$ cat src/design/kyber_params_pkg.sv
package kyber_params_pkg;

	// ****************************************
	// Kyber arithmetic.
	// ****************************************

	localparam int KYBER_Q = 3329; // Prime modulus of the ring.

	localparam int COEFF_W = 12; // Enough bits for 0 to q-1.

	localparam int LANES = 4; // Coefficients carried in one word.

	// ****************************************
	// Noise word layout.
	// ****************************************

	localparam int NOISE_W = 25;

	// The top bit picks eta 3 when set, eta 2 when clear.
	localparam int ETA_SEL_BIT = NOISE_W - 1;

	typedef logic [COEFF_W-1:0] coeff_t;

	// Lane 0 sits in the low bits.
	typedef coeff_t [LANES-1:0] poly_word_t;

	typedef logic [NOISE_W-1:0] noise_word_t;

endpackage

$ cat src/design/noise_acc_ctrl_pkg.sv
package noise_acc_ctrl_pkg;

	localparam int WORDS_PER_POLY = 64; // Words read in each phase.

	localparam int WORD_IDX_W = $clog2(WORDS_PER_POLY);

	// Cycles to wait after the last request of a phase.
	localparam int DRAIN_CYCLES = 2;

	typedef logic [WORD_IDX_W-1:0] word_idx_t;

	typedef enum logic [2:0] {
		IDLE,
		NOISE,
		NOISE_DRAIN,
		ACC,
		ACC_DRAIN,
		DONE
	} acc_state_t;

endpackage

$ cat src/design/noise_acc_fsm.sv
`timescale 1ns/1ps

module noise_acc_fsm
	import noise_acc_ctrl_pkg::*;
(
	input  logic clk,
	input  logic rst,
	input  logic start_i,
	input  logic noise_empty_i,
	input  logic poly_empty_i,
	input  logic last_i,
	output logic noise_req_o,
	output logic poly_req_o,
	output logic cnt_clr_o,
	output logic cnt_step_o,
	output logic done_o
);

	acc_state_t state;
	acc_state_t next_state;
	logic [1:0] drain_cnt;
	logic       drain_end;
	logic       start_ok;

	assign start_ok  = start_i && (state == IDLE || state == DONE);
	assign drain_end = drain_cnt == 2'(DRAIN_CYCLES - 1);

	// A request goes out only in its phase and only while data is there.
	assign noise_req_o = (state == NOISE) && !noise_empty_i;
	assign poly_req_o  = (state == ACC) && !poly_empty_i;

	assign cnt_step_o = noise_req_o || poly_req_o; // Index follows the request.
	assign cnt_clr_o  = start_ok;
	assign done_o     = state == DONE;

	// ****************************************
	// State sequencing.
	// ****************************************

	always_comb begin
		next_state = state;
		case (state)
			IDLE, DONE: begin
				if (start_ok)
					next_state = NOISE;
			end
			NOISE: begin
				if (noise_req_o && last_i)
					next_state = NOISE_DRAIN;
			end
			NOISE_DRAIN: begin
				if (drain_end)
					next_state = ACC;
			end
			ACC: begin
				if (poly_req_o && last_i)
					next_state = ACC_DRAIN;
			end
			ACC_DRAIN: begin
				if (drain_end)
					next_state = DONE;
			end
			default: next_state = IDLE;
		endcase
	end

	always_ff @(posedge clk) begin
		if (rst) begin
			state     <= IDLE;
			drain_cnt <= '0;
		end else begin
			state <= next_state;
			if (state == NOISE_DRAIN || state == ACC_DRAIN)
				drain_cnt <= drain_end ? 2'd0 : drain_cnt + 2'd1;
			else
				drain_cnt <= '0;
		end
	end

	// ****************************************
	// Protocol checks.
	// ****************************************

	a_req_exclusive: assert property (@(posedge clk) disable iff (rst)
		!(noise_req_o && poly_req_o))
		else $error("Noise and polynomial requests issued together.");

	a_no_req_on_empty: assert property (@(posedge clk) disable iff (rst)
		!(noise_req_o && noise_empty_i) && !(poly_req_o && poly_empty_i))
		else $error("FIFO read requested while the FIFO is empty.");

endmodule

$ cat src/design/word_counter.sv
`timescale 1ns/1ps

module word_counter
	import noise_acc_ctrl_pkg::*;
#(
	parameter int COUNT_MAX = WORDS_PER_POLY - 1
) (
	input  logic      clk,
	input  logic      rst,
	input  logic      clr_i,
	input  logic      step_i,
	output word_idx_t idx_o,
	output logic      last_o
);

	localparam word_idx_t IDX_MAX = WORD_IDX_W'(COUNT_MAX);

	word_idx_t idx;

	assign idx_o  = idx;
	assign last_o = idx == IDX_MAX;

	always_ff @(posedge clk) begin
		if (rst || clr_i) begin
			idx <= '0;
		end else if (step_i) begin
			// Wrap so the next phase starts at word 0 without a clear.
			idx <= last_o ? '0 : idx + 1'b1;
		end
	end

	// Clear comes from start only and steps come from the phase states.
	a_clr_step_exclusive: assert property (@(posedge clk) disable iff (rst)
		!(clr_i && step_i))
		else $error("Counter clear and step asserted in the same cycle.");

endmodule

$ cat src/design/cbd_sampler.sv
`timescale 1ns/1ps

module cbd_sampler
	import kyber_params_pkg::*;
	import noise_acc_ctrl_pkg::*;
(
	input  logic        clk,
	input  logic        word_valid_i,
	input  noise_word_t word_i,
	input  word_idx_t   word_idx_i,
	output poly_word_t  coeffs_o,
	output logic        wr_en_o,
	output word_idx_t   wr_idx_o
);

	// One centered-binomial sample folded into 0 to q-1.
	function automatic coeff_t cbd_lane(input noise_word_t w, input int lane);
		logic [1:0] pos_sum;
		logic [1:0] neg_sum;
		if (w[ETA_SEL_BIT]) begin
			pos_sum = 2'(w[6*lane]) + 2'(w[6*lane+1]) + 2'(w[6*lane+2]);
			neg_sum = 2'(w[6*lane+3]) + 2'(w[6*lane+4]) + 2'(w[6*lane+5]);
		end else begin
			pos_sum = 2'(w[4*lane]) + 2'(w[4*lane+1]);
			neg_sum = 2'(w[4*lane+2]) + 2'(w[4*lane+3]);
		end
		if (pos_sum >= neg_sum)
			return COEFF_W'(pos_sum - neg_sum);
		else
			return COEFF_W'(KYBER_Q) - COEFF_W'(neg_sum - pos_sum); // Negative maps to q+v.
	endfunction

	// ****************************************
	// Sample and register.
	// ****************************************

	poly_word_t coeffs_next;

	always_comb begin
		for (int n = 0; n < LANES; n++) begin
			coeffs_next[n] = cbd_lane(word_i, n);
		end
	end

	always_ff @(posedge clk) begin
		wr_en_o <= word_valid_i; // Write strobe for the RAM.
		if (word_valid_i) begin
			coeffs_o <= coeffs_next;
			wr_idx_o <= word_idx_i;
		end
	end

endmodule

$ cat src/design/poly_ram.sv
`timescale 1ns/1ps

module poly_ram
	import kyber_params_pkg::*;
	import noise_acc_ctrl_pkg::*;
#(
	parameter int DEPTH = WORDS_PER_POLY
) (
	input  logic       clk,
	input  logic       wr_en_i,
	input  word_idx_t  wr_idx_i,
	input  poly_word_t wr_data_i,
	input  word_idx_t  rd_idx_i,
	output poly_word_t rd_data_o
);

	poly_word_t mem [DEPTH];

	// The sampler feeds the write port.
	always_ff @(posedge clk) begin
		if (wr_en_i)
			mem[wr_idx_i] <= wr_data_i;
	end

	// The read port runs every cycle. Data lines up with the delayed request.
	always_ff @(posedge clk) begin
		rd_data_o <= mem[rd_idx_i];
	end

endmodule

$ cat src/design/mod_q_adder.sv
`timescale 1ns/1ps

module mod_q_adder
	import kyber_params_pkg::*;
(
	input  logic       clk,
	input  logic       rst,
	input  logic       in_valid_i,
	input  poly_word_t a_i,
	input  poly_word_t b_i,
	output poly_word_t sum_o,
	output logic       sum_valid_o
);

	localparam logic [COEFF_W:0] Q_EXT = (COEFF_W + 1)'(KYBER_Q);

	// Both inputs are below q, so one conditional subtract is enough.
	function automatic coeff_t add_mod_q(input coeff_t a, input coeff_t b);
		logic [COEFF_W:0] raw;
		raw = {1'b0, a} + {1'b0, b};
		if (raw >= Q_EXT)
			raw = raw - Q_EXT;
		return raw[COEFF_W-1:0];
	endfunction

	function automatic logic lanes_below_q(input poly_word_t w);
		logic ok;
		ok = 1'b1;
		for (int n = 0; n < LANES; n++) begin
			ok = ok && (w[n] < COEFF_W'(KYBER_Q));
		end
		return ok;
	endfunction

	poly_word_t sum_next;

	always_comb begin
		for (int n = 0; n < LANES; n++) begin
			sum_next[n] = add_mod_q(a_i[n], b_i[n]);
		end
	end

	always_ff @(posedge clk) begin
		if (rst)
			sum_valid_o <= 1'b0;
		else
			sum_valid_o <= in_valid_i;
		if (in_valid_i)
			sum_o <= sum_next;
	end

	// The noise side comes out of the RAM and must already be reduced by the sampler.
	a_noise_reduced: assert property (@(posedge clk) disable iff (rst)
		in_valid_i |-> lanes_below_q(b_i))
		else $error("Stored noise coefficient not below q.");

endmodule

$ cat src/design/kyber_noise_acc.sv
`timescale 1ns/1ps

module kyber_noise_acc
	import kyber_params_pkg::*;
	import noise_acc_ctrl_pkg::*;
#(
	parameter int WORDS = WORDS_PER_POLY
) (
	input  logic        clk,
	input  logic        rst,
	input  logic        start_i,
	input  logic        noise_empty_i,
	output logic        noise_req_o,
	input  noise_word_t noise_i,
	input  logic        poly_empty_i,
	output logic        poly_req_o,
	input  poly_word_t  poly_i,
	output poly_word_t  sum_o,
	output logic        sum_valid_o,
	output logic        done_o
);

	logic       cnt_clr;
	logic       cnt_step;
	logic       cnt_last;
	word_idx_t  cnt_idx;

	logic       noise_req_q; // Noise word is on noise_i.
	logic       poly_req_q;  // Poly word and stored noise are both valid.
	word_idx_t  noise_idx_q;

	poly_word_t samp_coeffs;
	logic       samp_wr_en;
	word_idx_t  samp_wr_idx;
	poly_word_t ram_rd_data;

	// ****************************************
	// Control.
	// ****************************************

	noise_acc_fsm u_fsm (
		.clk           (clk),
		.rst           (rst),
		.start_i       (start_i),
		.noise_empty_i (noise_empty_i),
		.poly_empty_i  (poly_empty_i),
		.last_i        (cnt_last),
		.noise_req_o   (noise_req_o),
		.poly_req_o    (poly_req_o),
		.cnt_clr_o     (cnt_clr),
		.cnt_step_o    (cnt_step),
		.done_o        (done_o)
	);

	word_counter #(.COUNT_MAX(WORDS - 1)) u_counter (
		.clk    (clk),
		.rst    (rst),
		.clr_i  (cnt_clr),
		.step_i (cnt_step),
		.idx_o  (cnt_idx),
		.last_o (cnt_last)
	);

	// FIFO data arrives one cycle after the request.
	always_ff @(posedge clk) begin
		if (rst) begin
			noise_req_q <= 1'b0;
			poly_req_q  <= 1'b0;
		end else begin
			noise_req_q <= noise_req_o;
			poly_req_q  <= poly_req_o;
		end
		noise_idx_q <= cnt_idx;
	end

	// ****************************************
	// Datapath.
	// ****************************************

	cbd_sampler u_sampler (
		.clk          (clk),
		.word_valid_i (noise_req_q),
		.word_i       (noise_i),
		.word_idx_i   (noise_idx_q),
		.coeffs_o     (samp_coeffs),
		.wr_en_o      (samp_wr_en),
		.wr_idx_o     (samp_wr_idx)
	);

	poly_ram #(.DEPTH(WORDS)) u_ram (
		.clk       (clk),
		.wr_en_i   (samp_wr_en),
		.wr_idx_i  (samp_wr_idx),
		.wr_data_i (samp_coeffs),
		.rd_idx_i  (cnt_idx),
		.rd_data_o (ram_rd_data)
	);

	mod_q_adder u_adder (
		.clk         (clk),
		.rst         (rst),
		.in_valid_i  (poly_req_q),
		.a_i         (poly_i),
		.b_i         (ram_rd_data),
		.sum_o       (sum_o),
		.sum_valid_o (sum_valid_o)
	);

endmodule

$ cat config.mk
export PLATFORM = sky130hd
export DESIGN_NAME = kyber_noise_acc
export DESIGN_NICKNAME = d
export VERILOG_FILES = /design/src/design/kyber_params_pkg.sv /design/src/design/noise_acc_ctrl_pkg.sv /design/src/design/noise_acc_fsm.sv /design/src/design/word_counter.sv /design/src/design/cbd_sampler.sv /design/src/design/poly_ram.sv /design/src/design/mod_q_adder.sv /design/src/design/kyber_noise_acc.sv
export SDC_FILE = /design/constraint.sdc
export NUM_CORES = 2
export LEC_CHECK = 0
export BUFFER_PORTS_ARGS = -buffer_cell sky130_fd_sc_hd__buf_4
export CELL_PAD_IN_SITES_DETAIL_PLACEMENT = 0
export CELL_PAD_IN_SITES_GLOBAL_PLACEMENT = 1
export CORE_AREA = 2 2 411 413
export DETAILED_ROUTE_END_ITERATION = 10
export DIE_AREA = 0 0 413 415
export PLACE_DENSITY = 0.75
export SLEW_MARGIN = 20
export SYNTH_ARGS = -nofsm -noshare
export SYNTH_HDL_FRONTEND = slang
export SYNTH_SLANG_ARGS = --single-unit
export TNS_END_PERCENT = 20
$ cat constraint.sdc
create_clock -name clk -period 8.1 [get_ports clk]
set_input_delay 0.405 -clock clk [delete_from_list [all_inputs] [get_ports clk]]
set_output_delay 0.405 -clock clk [all_outputs]
set_load 0.01 [all_outputs]
# == Word level (Yosys, flattened, before mapping) ==
# Memories as Yosys holds them, arrays and structs flattened. A register that Yosys moved wholly into a read port is not among the register bits.
# Cells that the tools add are included.
# totals
register_bits,123
latchBits,0
mem_bits_rw,3072
mem_bits_ro,0
in_bits,78
output_inout_bits,52
mem_count,1
# classes
add_sub_neg,43
multipliers,0
div_mod_pow,0
magnitude_cmp,8
eq_ne,12
n_shift,0
mux,25
bitwise,1
n_reduce_logical,15
# memory_table
name,words,word_bits,read_ports,rd_ports_with_merged_regs,write_ports,line,text
u_ram.mem,64,48,1,1,1,poly_ram.sv:17,poly_word_t mem [DEPTH];
# ops
op,count
12-bit two-way mux,8
12-bit by 12-bit adder with 13-bit output,4
"13-bit by 12-bit >= comparator with 1-bit output, second input constant",4
"12-bit subtractor, first input constant",4
"12-bit subtractor, second input constant",4
1-bit by 1-bit adder with 2-bit output,13
2-bit by 2-bit subtractor with 3-bit output,8
2-bit by 1-bit adder with 2-bit output,8
2-bit two-way mux,8
3-bit two-way mux,5
3-bit case mux with 5 select lines,1
2-bit >= comparator,4
"6-bit by 1-bit adder with 6-bit output, second input constant",1
"3-bit by 2-bit equality test with 1-bit output, second input constant",2
"3-bit equality test, second input constant",2
"6-bit equality test, second input constant",1
6-bit two-way mux,1
"2-bit by 1-bit inequality test with 1-bit output, second input constant",3
1-bit logical AND,5
5-bit AND reduction,1
1-bit logical OR,4
"2-bit inequality test, second input constant",2
"3-bit by 1-bit equality test with 1-bit output, second input constant",1
3-bit zero test,1
7 further kinds,9

# == Longest topological paths before layout ==
# logic_depth
word_depth,6
mapped_depth,13
mapped_depth_nobuf,12

# == Cells and area by module ==
# A second synthesis with hierarchy kept.
# hier_totals
cells_unflattened,5812
area_unflattened_um2,125509.1
# modules_own_cells
module,n_inst,cells_per_inst,area_per_inst_um2,seq_area_each_um2
poly_ram,1,4970,117117.3,93209.4
mod_q_adder,1,566,5162.5,1461.4
cbd_sampler,1,202,2464.9,1041.0
noise_acc_fsm,1,34,311.5,100.1
word_counter,1,30,280.3,120.1
kyber_noise_acc,1,10,172.7,160.2

# == Worst setup path after synthesis ==
# OpenSTA, ideal clock, no wires.
# synth_path
path_kind,input port to flip-flop
from,input port poly_i[24] (netlist bit)
to,register u_adder.sum_o[29] (netlist bit) (data pin)
setup_ps,262
arrival_time_ps,2981
path_slack_ps,4857
cell_stages,12
n_path_buf,0
path_cell_list,ha_1 > fa_1 > and3b_2 > mux2_2 > o22ai_1 > and2b_2 > nand3_1 > o41ai_2 > a31oi_2 > nand2_1 > or2_1 > xor2_1
# synth_rtl
element,line,text
start: declaration,kyber_noise_acc.sv:17,"input poly_word_t poly_i,"
end signal: assignment,mod_q_adder.sv:49,sum_o <= sum_next;
end: declaration,mod_q_adder.sv:11,"output poly_word_t sum_o,"

==> flow_metrics.env <==
export IMPL_syn_cell_area_sq_um=76300
export IMPL_io_pins=130
export IMPL_wire_per_inst_microns=29.2
export IMPL_max_freq_mhz=247
export IMPL_drtIter0Drc=4651
export IMPL_clk_latency_ns=0.81
export IMPL_portBuffers=129
export IMPL_synth_most_common_cell="edfxtp_1"
export IMPL_end_kind="register"
export IMPL_die_w_microns=413
export IMPL_cp_arrival_ns=4.66
export IMPL_die_area_sq_um=171000
export IMPL_track_usage_pct=20.5
export IMPL_layout_min_cycle_time_ns=4.04
export IMPL_syn_to_final_growth_pct=14.2
export IMPL_cts_tree="yes"
export IMPL_ys_seq_elements=1923
export IMPL_cap_violations=0
export IMPL_seq_area_frac_synth_pct=75.1
export IMPL_vdd_drop_max_mv=0.215
export IMPL_power_density_nw_per_um2=241
export IMPL_tightest_slew_ns=1.04
export IMPL_die_h_microns=415
export IMPL_slew_headroom_pct=30.9
export IMPL_grt_start_max_net_pins=156
export IMPL_worstPathRequired_ns=8.72
export IMPL_vias_per_cell=5.95
export IMPL_postRouteAntennaNets=0
export IMPL_first_pass_iters=7
export IMPL_synth_area_leader_cell="edfxtp_1"
export IMPL_clk_pin_slew_ns=0.06
export IMPL_nFillCells=12600
export IMPL_synth_commonest_cells="edfxtp_1, mux4_2, nor2_1"
export IMPL_setup_violations=0
export IMPL_netlist_top_cells_area="edfxtp_1, mux4_2, ha_1"
export IMPL_worst_r2r_setup_slack_ns=4.06
export IMPL_startpoint_type="register"
export IMPL_drive_gt1_share_pct=31.8
export IMPL_crit_fanout=77
export IMPL_grt_first_pass_wirelength_microns=251000
export IMPL_synth_top_area_share_pct=73.8
export IMPL_synth_area_per_cell_sq_um=22.6
export IMPL_core_area_sq_um=167000
export IMPL_vias=35900
export IMPL_nets=3851
export IMPL_cts_buffers=188
export IMPL_p_leak_nw=26.7
export IMPL_drv_slew=0
export IMPL_gr_total_overflow=0
export IMPL_cts_root_buffer="clkbuf_16"
export IMPL_initial_core_util_pct=45.8
export IMPL_path_class="reg2reg"
export IMPL_hpwl_microns=94600
export IMPL_place_ws_ns=3.95
export IMPL_cts_sinks=1923
export IMPL_gp_congestion=0.776
export IMPL_synth_edf_count=1874
export IMPL_setup_ws_ns=4.06
export IMPL_finalHoldViolCount=0
export IMPL_postSynth_asyncResetShare_pct=0
export IMPL_h_tree_depth=4
export IMPL_min_path_type="in2reg"
export IMPL_wirelength_microns=176000
export IMPL_antenna_found_initial=11
export IMPL_rows=150
export IMPL_syn_inst=3379
export IMPL_status="completed"
export IMPL_syn_num_nets=3563
export IMPL_yosys_warnings=0
export IMPL_finClkSkew_ns=0.0393
export IMPL_grt_pass1_vias=35700
export IMPL_clock_path_buffers=3
export IMPL_synth_ff_type="edfxtp_1"
export IMPL_post_route_period_util_pct=49.9
export IMPL_yosysUniqueCellTypes=76
export IMPL_fin_tns_setup_ns=0
export IMPL_route_detailed_drc=0
export IMPL_grt_setup_unrepaired="no"
export IMPL_post_cts_buffers=0
## critical path, cell delays in order, from the launching register on
cell and delay [ns]:
dfxtp_4 0.90, buf_4 0.56, buf_12 0.52, mux4_2 0.59, mux4_2 0.49, mux4_2 0.64
## kinds of logic after synthesis
group	count (synthesis)	synth area share, %
AO/OA/AOI/OAI	171	1.51
XOR/XNOR	76	0.882
adder cells (fa/ha/maj)	106	1.94
buffers and inverters	194	1.04
flip-flops	1923	75.1
multiplexers	615	17.7
AND/OR/NAND/NOR	294	1.82
## through the flow
| stage | power [mW] | area (sq um) | std cells | hold WS, ns | util, % |
|---|---|---|---|---|---|
| final | 21.0 | 87100 | 6038 | 0.190 | 52.3 |
| after CTS | 21.2 | 87100 | 6035 | 0.142 | 52.3 |
| after floorplan | 12.1 | 76300 | 3379 | 0.329 | - |
| after detailed placement | 12.5 | 80800 | 5675 | 0.390 | 48.5 |
| after global placement | 12.5 | 80800 | 5675 | 0.386 | 48.5 |
| after global routing | 21.7 | 87100 | 6036 | 0.202 | 52.3 |
## repair_timing
| action | 4_1_cts | 5_1_grt |
|---|---|---|
| resized for setup | 0 | 0 |
| endpoints found under the hold margin | 11 | 0 |
| hold buffers | 6 | 0 |
## layout make-up
class,instances,area [sq um],area share (%)
Sequential cell,1923,57300,65.7
Multi-Input combinational cell,1262,18700,21.5
Clock buffer,233,5030,5.77
Tap cell,2204,2760,3.17
Timing Repair Buffer,249,1960,2.25
Clock inverter,121,1210,1.39
Inverter,43,161,0.185
Antenna cell,3,7.51,0.00862
## sequential cells by signal (all words and copies together) (netlist names)
name,cells
u_ram.rd_data_o,28
u_sampler.wr_idx_o,6
u_fsm.state,3
u_sampler.wr_en_o,1
u_fsm.drain_cnt,2
u_sampler.coeffs_o,28
u_adder.sum_valid_o,1
u_ram.mem,1792
noise_req_q,1
u_counter.idx_o,6
u_adder.sum_o,48
poly_req_q,1
noise_idx_q,6
## layout by cell type, fill, tap and decap left out, types with 14 or more instances in the layout
master        n
bufinv_16    20
clkbuf_1     35
buf_4       237
clkinv_1     40
nand2_1      60
xor2_1       26
nand3_1      22
edfxtp_1   1874
nor2b_1      15
xnor2_1      49
fa_1         20
clkinv_2     36
inv_1        43
nor2_1       57
o21ai_0      37
clkbuf_16   193
a21oi_1      41
ha_1         86
dfxtp_1      41
nor2_4       62
mux4_2      588
mux2_2       14
## power by group
part	leakage (nW)	internal [mW]	switching, mW
registers	17.3	11.0	0.0510
logic	6.44	0.588	0.697
clock network	3.04	5.06	3.68
## per-layer routing
metal | vias up | routed length (microns) | global-route usage [%]
li1 | 14900 | - | -
met5 | - | 27 | 0
met1 | 19100 | 70200 | 28.9
met4 | 4 | 3620 | 5.20
met2 | 1690 | 83400 | 31.7
met3 | 245 | 18800 | 6.06
## path summary, 6_finish.rpt
kind                           start                    end  cells past startpoint
setup / recovery  u_counter.idx_o[0]    u_ram.rd_data_o[43]                      5
hold / removal            poly_i[12]      u_adder.sum_o[13]                      5
setup reg to reg  u_counter.idx_o[0]    u_ram.rd_data_o[43]                      5
hold reg to reg       noise_idx_q[0]  u_sampler.wr_idx_o[0]                      0
(Power assumes the default switching activity.)
